[config.mk]
export PLATFORM = sky130hd
export DESIGN_NAME = fetch_top
export DESIGN_NICKNAME = d
export VERILOG_FILES = /design/src/fetch_pkg.sv /design/src/fetch_perf.sv /design/src/fetch_top.sv /design/src/fetch_unit.sv /design/src/icache.sv
export SDC_FILE = /design/constraint.sdc
export NUM_CORES = 2
export LEC_CHECK = 0
export BUFFER_PORTS_ARGS = -buffer_cell sky130_fd_sc_hd__buf_2
export CORE_AREA = 2 2 468 470
export DETAILED_ROUTE_END_ITERATION = 7
export DIE_AREA = 0 0 470 472
export GPL_TIMING_DRIVEN = 0
export PLACE_DENSITY_LB_ADDON = 0.12
export SYNTH_ARGS = -nofsm -noshare
export SYNTH_HDL_FRONTEND = slang
export SYNTH_HIERARCHICAL = 1
export SYNTH_SLANG_ARGS = --single-unit
[constraint.sdc]
create_clock -name clock -period 5.7 [get_ports clock]
set_clock_uncertainty 0.2 [all_clocks]
set_input_delay 1.14 -clock clock [delete_from_list [all_inputs] [get_ports clock]]
set_output_delay 1.14 -clock clock [all_outputs]
set_load 0.005 [all_outputs]
[src/fetch_pkg.sv]
package fetch_pkg;

    // ----------------------------------------------------------------------
    // Fetch path geometry
    // ----------------------------------------------------------------------
    localparam int xlen = 32;
    localparam logic [xlen-1:0] reset_pc = 32'h0000_1000;

    localparam int line_words = 4;
    localparam int num_lines = 16;

    // Address split: tag | index | word offset | byte
    localparam int byte_bits = 2;
    localparam int offset_bits = $clog2(line_words);
    localparam int index_bits = $clog2(num_lines);
    localparam int line_lsb = byte_bits + offset_bits;
    localparam int tag_bits = xlen - index_bits - line_lsb;

    // Refill burst as seen on AR
    localparam logic [7:0] axi_len_line = 8'(line_words - 1);
    localparam logic [2:0] axi_size_word = 3'd2;
    localparam logic [1:0] axi_burst_incr = 2'b01;
    localparam logic [3:0] axi_id_fetch = 4'd0;

    // ----------------------------------------------------------------------
    // Encodings
    // ----------------------------------------------------------------------
    typedef enum logic [1:0] {
        resp_okay   = 2'b00,
        resp_exokay = 2'b01,
        resp_slverr = 2'b10,
        resp_decerr = 2'b11
    } axi_resp_e;

    typedef enum logic [2:0] {
        cs_idle,
        cs_lookup,
        cs_refill_addr,
        cs_refill_data,
        cs_flush
    } cache_state_e;

    // ----------------------------------------------------------------------
    // Bundles
    // ----------------------------------------------------------------------
    typedef struct packed {
        logic [xlen-1:0] addr;
    } fetch_req_t;

    typedef struct packed {
        logic [xlen-1:0] instr;
        logic            fault;
    } fetch_rsp_t;

    typedef struct packed {
        logic [xlen-1:0] pc;
        logic [xlen-1:0] instr;
        logic            fault;
    } fetch_out_t;

    typedef struct packed {
        logic            taken;
        logic [xlen-1:0] target;
    } redirect_t;

    typedef struct packed {
        logic [xlen-1:0] addr;
        logic [3:0]      id;
        logic [7:0]      len;
        logic [2:0]      size;
        logic [1:0]      burst;
    } axi_ar_t;

    typedef struct packed {
        logic [xlen-1:0] data;
        axi_resp_e       resp;
        logic            last;
        logic [3:0]      id;
    } axi_r_t;

    typedef struct packed {
        logic [31:0] fetched;
        logic [31:0] hits;
        logic [31:0] misses;
    } perf_t;

endpackage

[src/fetch_perf.sv]
`timescale 1ns/1ps

module fetch_perf
    import fetch_pkg::*;
(
    input  logic  clock,
    input  logic  reset,
    input  logic  fetched,
    input  logic  hit,
    input  logic  miss,
    output perf_t counts
);

    // Stick at all ones instead of wrapping
    function automatic logic [31:0] sat_inc(input logic [31:0] value);
        logic [31:0] result;
        if (&value) begin
            result = value;
        end else begin
            result = value + 32'd1;
        end
        return result;
    endfunction

    // ----------------------------------------------------------------------
    // Event counters
    // ----------------------------------------------------------------------
    always_ff @(posedge clock or posedge reset) begin
        if (reset) begin
            counts <= '0;
        end else begin
            if (fetched) begin
                counts.fetched <= sat_inc(counts.fetched);
            end
            if (hit) begin
                counts.hits <= sat_inc(counts.hits);
            end
            if (miss) begin
                counts.misses <= sat_inc(counts.misses);
            end
        end
    end

endmodule

[src/fetch_top.sv]
`timescale 1ns/1ps

module fetch_top
    import fetch_pkg::*;
(
    input  logic       clock,
    input  logic       reset,

    // Decode side
    output logic       out_valid,
    input  logic       out_ready,
    output fetch_out_t out,
    input  redirect_t  redirect,
    input  logic       flush,

    // Memory side
    output logic       ar_valid,
    input  logic       ar_ready,
    output axi_ar_t    ar,
    input  logic       r_valid,
    output logic       r_ready,
    input  axi_r_t     r,

    output perf_t      counts
);

    logic       req_valid;
    logic       req_ready;
    fetch_req_t req;
    logic       rsp_valid;
    fetch_rsp_t rsp;
    logic       hit;
    logic       miss;
    logic       fetched;

    // One instruction handed to decode
    assign fetched = out_valid && out_ready;

    fetch_unit u_fetch_unit (
        .clock     (clock),
        .reset     (reset),
        .out_valid (out_valid),
        .out_ready (out_ready),
        .out       (out),
        .redirect  (redirect),
        .req_valid (req_valid),
        .req_ready (req_ready),
        .req       (req),
        .rsp_valid (rsp_valid),
        .rsp       (rsp)
    );

    icache u_icache (
        .clock     (clock),
        .reset     (reset),
        .flush     (flush),
        .req_valid (req_valid),
        .req_ready (req_ready),
        .req       (req),
        .rsp_valid (rsp_valid),
        .rsp       (rsp),
        .ar_valid  (ar_valid),
        .ar_ready  (ar_ready),
        .ar        (ar),
        .r_valid   (r_valid),
        .r_ready   (r_ready),
        .r         (r),
        .hit       (hit),
        .miss      (miss)
    );

    fetch_perf u_fetch_perf (
        .clock   (clock),
        .reset   (reset),
        .fetched (fetched),
        .hit     (hit),
        .miss    (miss),
        .counts  (counts)
    );

endmodule

[src/fetch_unit.sv]
`timescale 1ns/1ps

module fetch_unit
    import fetch_pkg::*;
(
    input  logic       clock,
    input  logic       reset,

    // Toward decode
    output logic       out_valid,
    input  logic       out_ready,
    output fetch_out_t out,
    input  redirect_t  redirect,

    // Toward the instruction cache
    output logic       req_valid,
    input  logic       req_ready,
    output fetch_req_t req,
    input  logic       rsp_valid,
    input  fetch_rsp_t rsp
);

    logic [xlen-1:0] pc;
    logic            started;
    logic            transfer;
    logic [xlen-1:0] next_pc;

    assign transfer = out_valid && out_ready;

    // Redirect only matters at the transfer edge
    always_comb begin
        if (redirect.taken) begin
            next_pc = redirect.target;
        end else begin
            next_pc = pc + 32'd4;
        end
    end

    // The cache sees the current pc directly
    assign req.addr = pc;

    // ----------------------------------------------------------------------
    // PC and request control
    // ----------------------------------------------------------------------
    always_ff @(posedge clock or posedge reset) begin
        if (reset) begin
            pc        <= reset_pc;
            started   <= 1'b0;
            req_valid <= 1'b0;
            out_valid <= 1'b0;
        end else begin
            started <= 1'b1;

            // First fetch right after reset, then one per transfer
            if (!started) begin
                req_valid <= 1'b1;
            end else if (transfer) begin
                req_valid <= 1'b1;
            end else if (req_valid && req_ready) begin
                req_valid <= 1'b0;
            end

            if (rsp_valid) begin
                out_valid <= 1'b1;
            end else if (transfer) begin
                out_valid <= 1'b0;
            end

            if (transfer) begin
                pc <= next_pc;
            end
        end
    end

    // ----------------------------------------------------------------------
    // Output register toward decode
    // ----------------------------------------------------------------------
    // Only loaded on a response; one request outstanding keeps it stable
    always_ff @(posedge clock) begin
        if (rsp_valid) begin
            out.pc    <= pc;
            out.instr <= rsp.instr;
            out.fault <= rsp.fault;
        end
    end

endmodule

[src/icache.sv]
`timescale 1ns/1ps

module icache
    import fetch_pkg::*;
(
    input  logic       clock,
    input  logic       reset,
    input  logic       flush,

    // Fetch side
    input  logic       req_valid,
    output logic       req_ready,
    input  fetch_req_t req,
    output logic       rsp_valid,
    output fetch_rsp_t rsp,

    // AXI4 read channels
    output logic       ar_valid,
    input  logic       ar_ready,
    output axi_ar_t    ar,
    input  logic       r_valid,
    output logic       r_ready,
    input  axi_r_t     r,

    // Event pulses
    output logic       hit,
    output logic       miss
);

    cache_state_e state;
    logic         flush_pending;

    // Storage
    logic [num_lines-1:0] line_valid;
    logic [tag_bits-1:0]  tag_mem [num_lines];
    logic [xlen-1:0]      data_mem [num_lines][line_words];

    // Current request
    logic [xlen-1:0]        addr_q;
    logic [tag_bits-1:0]    addr_tag;
    logic [index_bits-1:0]  addr_index;
    logic [offset_bits-1:0] addr_offset;
    logic                   lookup_hit;

    // Refill bookkeeping
    logic [offset_bits-1:0] beat;
    logic                   beat_err;
    logic                   refill_err;
    logic                   rsp_done;
    fetch_rsp_t             rsp_q;

    assign addr_tag    = addr_q[xlen-1:line_lsb + index_bits];
    assign addr_index  = addr_q[line_lsb + index_bits - 1:line_lsb];
    assign addr_offset = addr_q[line_lsb - 1:byte_bits];

    assign lookup_hit = line_valid[addr_index] && (tag_mem[addr_index] == addr_tag);

    assign hit  = (state == cs_lookup) && lookup_hit;
    assign miss = (state == cs_lookup) && !lookup_hit;

    // A pending flush takes the idle slot before any new request
    assign req_ready = (state == cs_idle) && !flush_pending;
    assign rsp_valid = hit || rsp_done;

    always_comb begin
        if (rsp_done) begin
            rsp = rsp_q;
        end else begin
            rsp.instr = data_mem[addr_index][addr_offset];
            rsp.fault = 1'b0;
        end
    end

    // ----------------------------------------------------------------------
    // AXI read burst for one line
    // ----------------------------------------------------------------------
    assign ar_valid = (state == cs_refill_addr);
    assign r_ready  = (state == cs_refill_data);

    always_comb begin
        ar.addr  = {addr_q[xlen-1:line_lsb], {line_lsb{1'b0}}};
        ar.id    = axi_id_fetch;
        ar.len   = axi_len_line;
        ar.size  = axi_size_word;
        ar.burst = axi_burst_incr;
    end

    // Error response or a stray id both poison the line
    assign beat_err = (r.resp != resp_okay) || (r.id != axi_id_fetch);

    // ----------------------------------------------------------------------
    // Controller
    // ----------------------------------------------------------------------
    always_ff @(posedge clock or posedge reset) begin
        if (reset) begin
            state         <= cs_idle;
            flush_pending <= 1'b0;
            line_valid    <= '0;
            beat          <= '0;
            refill_err    <= 1'b0;
            rsp_done      <= 1'b0;
        end else begin
            rsp_done <= 1'b0;
            if (flush) begin
                flush_pending <= 1'b1;
            end

            case (state)
                cs_idle: begin
                    if (flush_pending) begin
                        state <= cs_flush;
                    end else if (req_valid) begin
                        state <= cs_lookup;
                    end
                end
                cs_lookup: begin
                    if (lookup_hit) begin
                        state <= cs_idle;
                    end else begin
                        state <= cs_refill_addr;
                    end
                end
                cs_refill_addr: begin
                    if (ar_ready) begin
                        beat       <= '0;
                        refill_err <= 1'b0;
                        state      <= cs_refill_data;
                    end
                end
                cs_refill_data: begin
                    if (r_valid) begin
                        beat <= beat + 1'b1;
                        if (beat_err) begin
                            refill_err <= 1'b1;
                        end
                        if (r.last) begin
                            line_valid[addr_index] <= !(refill_err || beat_err);
                            rsp_done               <= 1'b1;
                            state                  <= cs_idle;
                        end
                    end
                end
                cs_flush: begin
                    // A pulse landing here stays pending for the next round
                    line_valid    <= '0;
                    flush_pending <= flush;
                    state         <= cs_idle;
                end
                default: state <= cs_idle;
            endcase
        end
    end

    // Arrays and the miss response
    always_ff @(posedge clock) begin
        if (req_valid && req_ready) begin
            addr_q <= req.addr;
        end
        if ((state == cs_refill_data) && r_valid) begin
            data_mem[addr_index][beat] <= r.data;
            if (beat == addr_offset) begin
                rsp_q.instr <= r.data;
            end
            if (r.last) begin
                tag_mem[addr_index] <= addr_tag;
                rsp_q.fault         <= refill_err || beat_err;
            end
        end
    end

endmodule

* Word level (Yosys, flattened, before mapping)
Memories as Yosys holds them, arrays and structs flattened. A register that Yosys moved wholly into a read port is not among the register bits.
Cells that the tools add are included.
** Storage, ports and cells
- Memories kept :: 2
- Bits of input ports :: 78
- Logic and storage cells :: 127
- Flip-flop bits (word level) :: 285
- Bits in writable memories :: 2432
** Memory list
- u_icache.data_mem :: depth 16, width 128, rd ports 1, clocked after Yosys merged registers in 1, wr ports 1, line icache.sv:36 : logic [xlen-1:0] data_mem [num_lines][line_words];
- u_icache.tag_mem :: depth 16, width 24, rd ports 1, clocked after Yosys merged registers in 1, wr ports 1, line icache.sv:35 : logic [tag_bits-1:0] tag_mem [num_lines];
** Operators by class
- Multiplexer cells :: 45
- Reduce and logical (&&, ||, !) cells :: 34
- Bitwise gates (word level) :: 5
- $lt $le $gt $ge :: 5
- Equal/unequal tests :: 12
- $add $sub $neg :: 5
** Operators with widths (count)
- 2-to-1 mux 128 bit :: 1
- 2-to-1 mux 32 bit :: 4
- adder 32 x 1 -> 32 bit (second input constant) :: 3
- AND reduction 32 bit :: 3
- binary-select mux 32 bit (select 2 bit) :: 1
- demux 32 bit (select 2 bit) :: 1
- 2-to-1 mux 33 bit :: 1
- adder 32 x 3 -> 32 bit (second input constant) :: 1
- 2-to-1 mux 16 bit :: 2
- one-hot mux 16 bit (2 select lines) :: 1
- == test 24 bit :: 1
- 2-to-1 mux 1 bit :: 18
- bitwise mux 16 bit :: 1
- 2-to-1 mux 3 bit :: 5
- one-hot mux 3 bit (4 select lines) :: 1
- AND reduction 2 bit :: 5
- nonzero test 2 bit :: 5
- logical AND 1 bit :: 9
- 2-to-1 mux 4 bit :: 2
- AND reduction 4 bit :: 2
- == test 3 x 2 -> 1 bit (second input constant) :: 2
- >= comparator 3 bit (second input constant) :: 2
- 2-to-1 mux 2 bit :: 3
- != test 2 x 1 -> 1 bit (second input constant) :: 3
- other kinds (21) :: 29

* Longest topological paths before layout
- Depth after elaboration :: 8
- Mapped depth :: 18
- Gate-level depth less buffers :: 13

* Hierarchy
Netlist, hierarchy kept.
** Modules (own cells, without submodules)
- icache :: cells each 4002, times used 1, area each 97049.3 µm²
- fetch_perf :: cells each 448, times used 1, area each 4680.7 µm²
- fetch_unit :: cells each 328, times used 1, area each 4164.0 µm²
- fetch_top :: cells each 1, times used 1, area each 6.3 µm²

* Worst setup path before layout
Ideal clock, no wire load.
- Path kind :: reg2reg
- From :: register (tool-made name)
- To :: register u_fetch_unit/out[0] (netlist name)
- Period minus slack after synthesis :: 6.092 ns
- Data required time :: 4.997 ns
- Slack :: -0.392 ns
- Path buffers :: 3
- Arrival :: 5.389 ns
- Setup time :: 0.503 ns
- Stages on the path, launching flop included :: 12
- Cells stage by stage :: dfxtp_1 -> buf_4 -> buf_6 -> buf_2 -> mux4_2 -> nand2_1 -> o21ai_0 -> a311oi_1 -> nand4_1 -> nor4_1 -> nand3_1 -> o21bai_1

==> flow_metrics.tcl <==
set metrics [dict create \
    hold_path.class "in2async" \
    antenna_found_initial 25 \
    worstSetupEndpoint "u_fetch_perf/counts[62]" \
    ys_seq_elements 2719 \
    cts-root-buf "clkbuf_16" \
    drt-vias-per-instance 6.34 \
    total_power_mw 48.7 \
    setup_violations 0 \
    insertion_delay_ps 940 \
    drtIter0Drc 7322 \
    finalWorstSetupSlack_ps 284 \
    pin_count 291 \
    maxSlewViolCount 0 \
    track_usage_pct 26.6 \
    ys_types 73 \
    worstPathRequired_ps 6300 \
    ir_worst_vdd_mv 0.363 \
    reg2reg_depth 16 \
    p_leak_nw 39.9 \
    place_inst 8011 \
    core_um2 217000 \
    num_rows 171 \
    synth-edff-count 2560 \
    grt_pass1_wl_um 411000 \
    num_vias 54300 \
    syn_to_final_growth_pct 15.8 \
    cts_tree "done" \
    syn_area_um2 106000 \
    setup_tns_ps 0 \
    layout.nets 5547 \
    rrSetupSlack_ps 280 \
    clkSlewWorstSetupHoldPaths_ps 60 \
    ctsHoldBuffers 0 \
    crit_type "reg2reg" \
    syn_avg_cell_area_um2 22.2 \
    grt_pass1_vias 52700 \
    cts_sinks 2719 \
    numCtsBuffers 297 \
    finalNonFillerCells 8557 \
    layout_min_cycle_time_ps 5420 \
    status "complete, no violations" \
    dieHeight_um 472 \
    async_flop_share_pct 5.70 \
    syn_inst 4779 \
    layout_common_cells "2560 x edfxtp_1, 742 x mux4_2, 373 x buf_2, 306 x clkbuf_16, 154 x dfrtp_1" \
    synthFlopType "edfxtp_1" \
    post-place-ws_ps -474 \
    layout_commonest_cell "edfxtp_1" \
    grt_max_degree 66 \
    tightest_slew_ps 1470 \
    worst_hold_slack_ps 148 \
    clockBufferDepth 4 \
    maxCapViolCount 0 \
    htreeDepth 5 \
    yosys_warnings 6 \
    final_hold_viol_count 0 \
    die_area_um2 222000 \
    hpwl_um 195000 \
    max_slew_margin_pct 2.28 \
    critical_path.endpoint_type "flop" \
    period_share_pct 95.0 \
    multi_input_area_um2 24100 \
    p_per_area_nw_per_um2 397 \
    worstPathArrival_ps 6010 \
    wire_per_inst_um 34.7 \
    final-seq-area_um2 80800 \
    drive_gt1_share_pct 32.6 \
    ys_seq_area_share_pct 76.3 \
    fmax_mhz 185 \
    firstDrtPassIters 5 \
    crit_fanout 11 \
    wirelength_um 297000 \
    start_kind "flop" \
    grt_overflow_total 0 \
    drtAntennaViolNets 0 \
    r2r-end "u_fetch_perf/counts[62]" \
    place_congestion 0.877 \
    die_w_um 470 \
    portBuffers 268 \
    drc 0 \
    grt_setup_unrepaired "no" \
    nFillCells 16000 \
    start_util_pct 48.9 \
]
[final cells by class]
| cell class | count | share of cell area (%) |
|---|---|---|
| Clock inverter | 124 | 0.748 |
| Multi-Input combinational cell | 1770 | 19.7 |
| Buffer | 281 | 1.29 |
| Tap cell | 2854 | 2.91 |
| Sequential cell | 2719 | 65.9 |
| Antenna cell | 33 | 0.0673 |
| Inverter | 28 | 0.0877 |
| Clock buffer | 384 | 6.51 |
| Timing Repair Buffer | 364 | 2.81 |
[flip-flops by register name (all words and copies together) (netlist names), 2 cells and up, named ones only]
| signal | count |
|---|---|
| u_fetch_perf/counts | 96 |
| u_fetch_unit/out | 65 |
| u_fetch_unit/req | 32 |
| u_icache/addr_q | 30 |
| u_icache/beat | 2 |
| u_icache/data_mem | 2048 |
| u_icache/line_valid | 16 |
| u_icache/rsp_q | 33 |
| u_icache/state | 3 |
| u_icache/tag_mem | 384 |
[worst max-delay path, stage by stage (launching register included)]
cell and delay (ps):
dfxtp_1 320, buf_6 170, buf_4 320, buf_4 400, buf_2 460, mux4_2 440
mux2i_1 310, xor2_1 350, a31oi_1 190, a2111oi_2 290, nand3_1 220, nor2_2 380
inv_1 120, or3_1 470, nor4_1 360, nand2_1 130, xnor2_1 150
[how the worst min path moves through the flow]
stage               slack, ps  cells after the start                      end
global route              150                      2  u_fetch_perf/counts[84]
CTS                        90                      2  u_fetch_perf/counts[92]
floorplan                 200                      1   u_fetch_unit/req_valid
finish                    150                      2  u_fetch_perf/counts[86]
detailed placement        210                      1   u_fetch_unit/req_valid
global placement          210                      1   u_fetch_unit/req_valid
[power breakdown]
| group | switching [mW] | internal [mW] | total (mW) |
|---|---|---|---|
| sequential | 0.337 | 22.2 | 22.5 |
| combinational | 4.88 | 3.40 | 8.28 |
| clock | 7.52 | 10.4 | 17.9 |
| total | 12.7 | 36.0 | 48.7 |
[routing by layer]
| metal | wire length [um] | up-vias | GRT usage [%] | part of all wire [%] |
|---|---|---|---|---|
| met1 | 123000 | 29700 | 39.3 | 41 |
| met2 | 142000 | 2652 | 41.8 | 48 |
| met4 | 7280 | 2 | 6.86 | 2.5 |
| met5 | 13 | - | 0 | 0.0044 |
| li1 | - | 21500 | - | - |
| met3 | 24800 | 398 | 4.39 | 8.4 |
[Yosys cell counts, types with 47 or more instances]
| master | number | area share, % |
|---|---|---|
| mux4_2 | 742 | 16 |
| edfxtp_1 | 2560 | 73 |
| dfrtp_1 | 154 | 3.6 |
| buf_4 | 69 | 0.49 |
| xor2_1 | 69 | 0.57 |
| nand3_1 | 70 | 0.33 |
| nor2_1 | 143 | 0.51 |
| mux2_2 | 57 | 0.61 |
| buf_2 | 129 | 0.61 |
| xnor2_1 | 50 | 0.41 |
| a21oi_1 | 47 | 0.22 |
| nand2_1 | 103 | 0.37 |
| clkbuf_1 | 62 | 0.22 |
| o21ai_0 | 50 | 0.24 |
| mux2i_1 | 83 | 0.78 |
[per-stage QoR]
stage / utilization [%] / area (um^2)
CTS: 56.5 / 122000
detailed placement: 52.4 / 113000
finish: 56.6 / 123000
floorplan: - / 106000
global route: 56.6 / 123000
global placement: 51.2 / 111000
[what timing repair did]
item | in CTS | in global routing
resized for setup | 7 | 11
buffers inserted | 0 | 0
endpoints found under the setup margin | 22 | 9
[logic make-up after synthesis]
kind of cell	share of synthesized area, %
flops	76.3
buf+inv	1.55
fa+ha+maj	0.0945
compound gates	1.30
xor+xnor	0.984
other cells	0.0106
mux	17.2
simple gates	2.55
(Power assumes the default switching activity.)
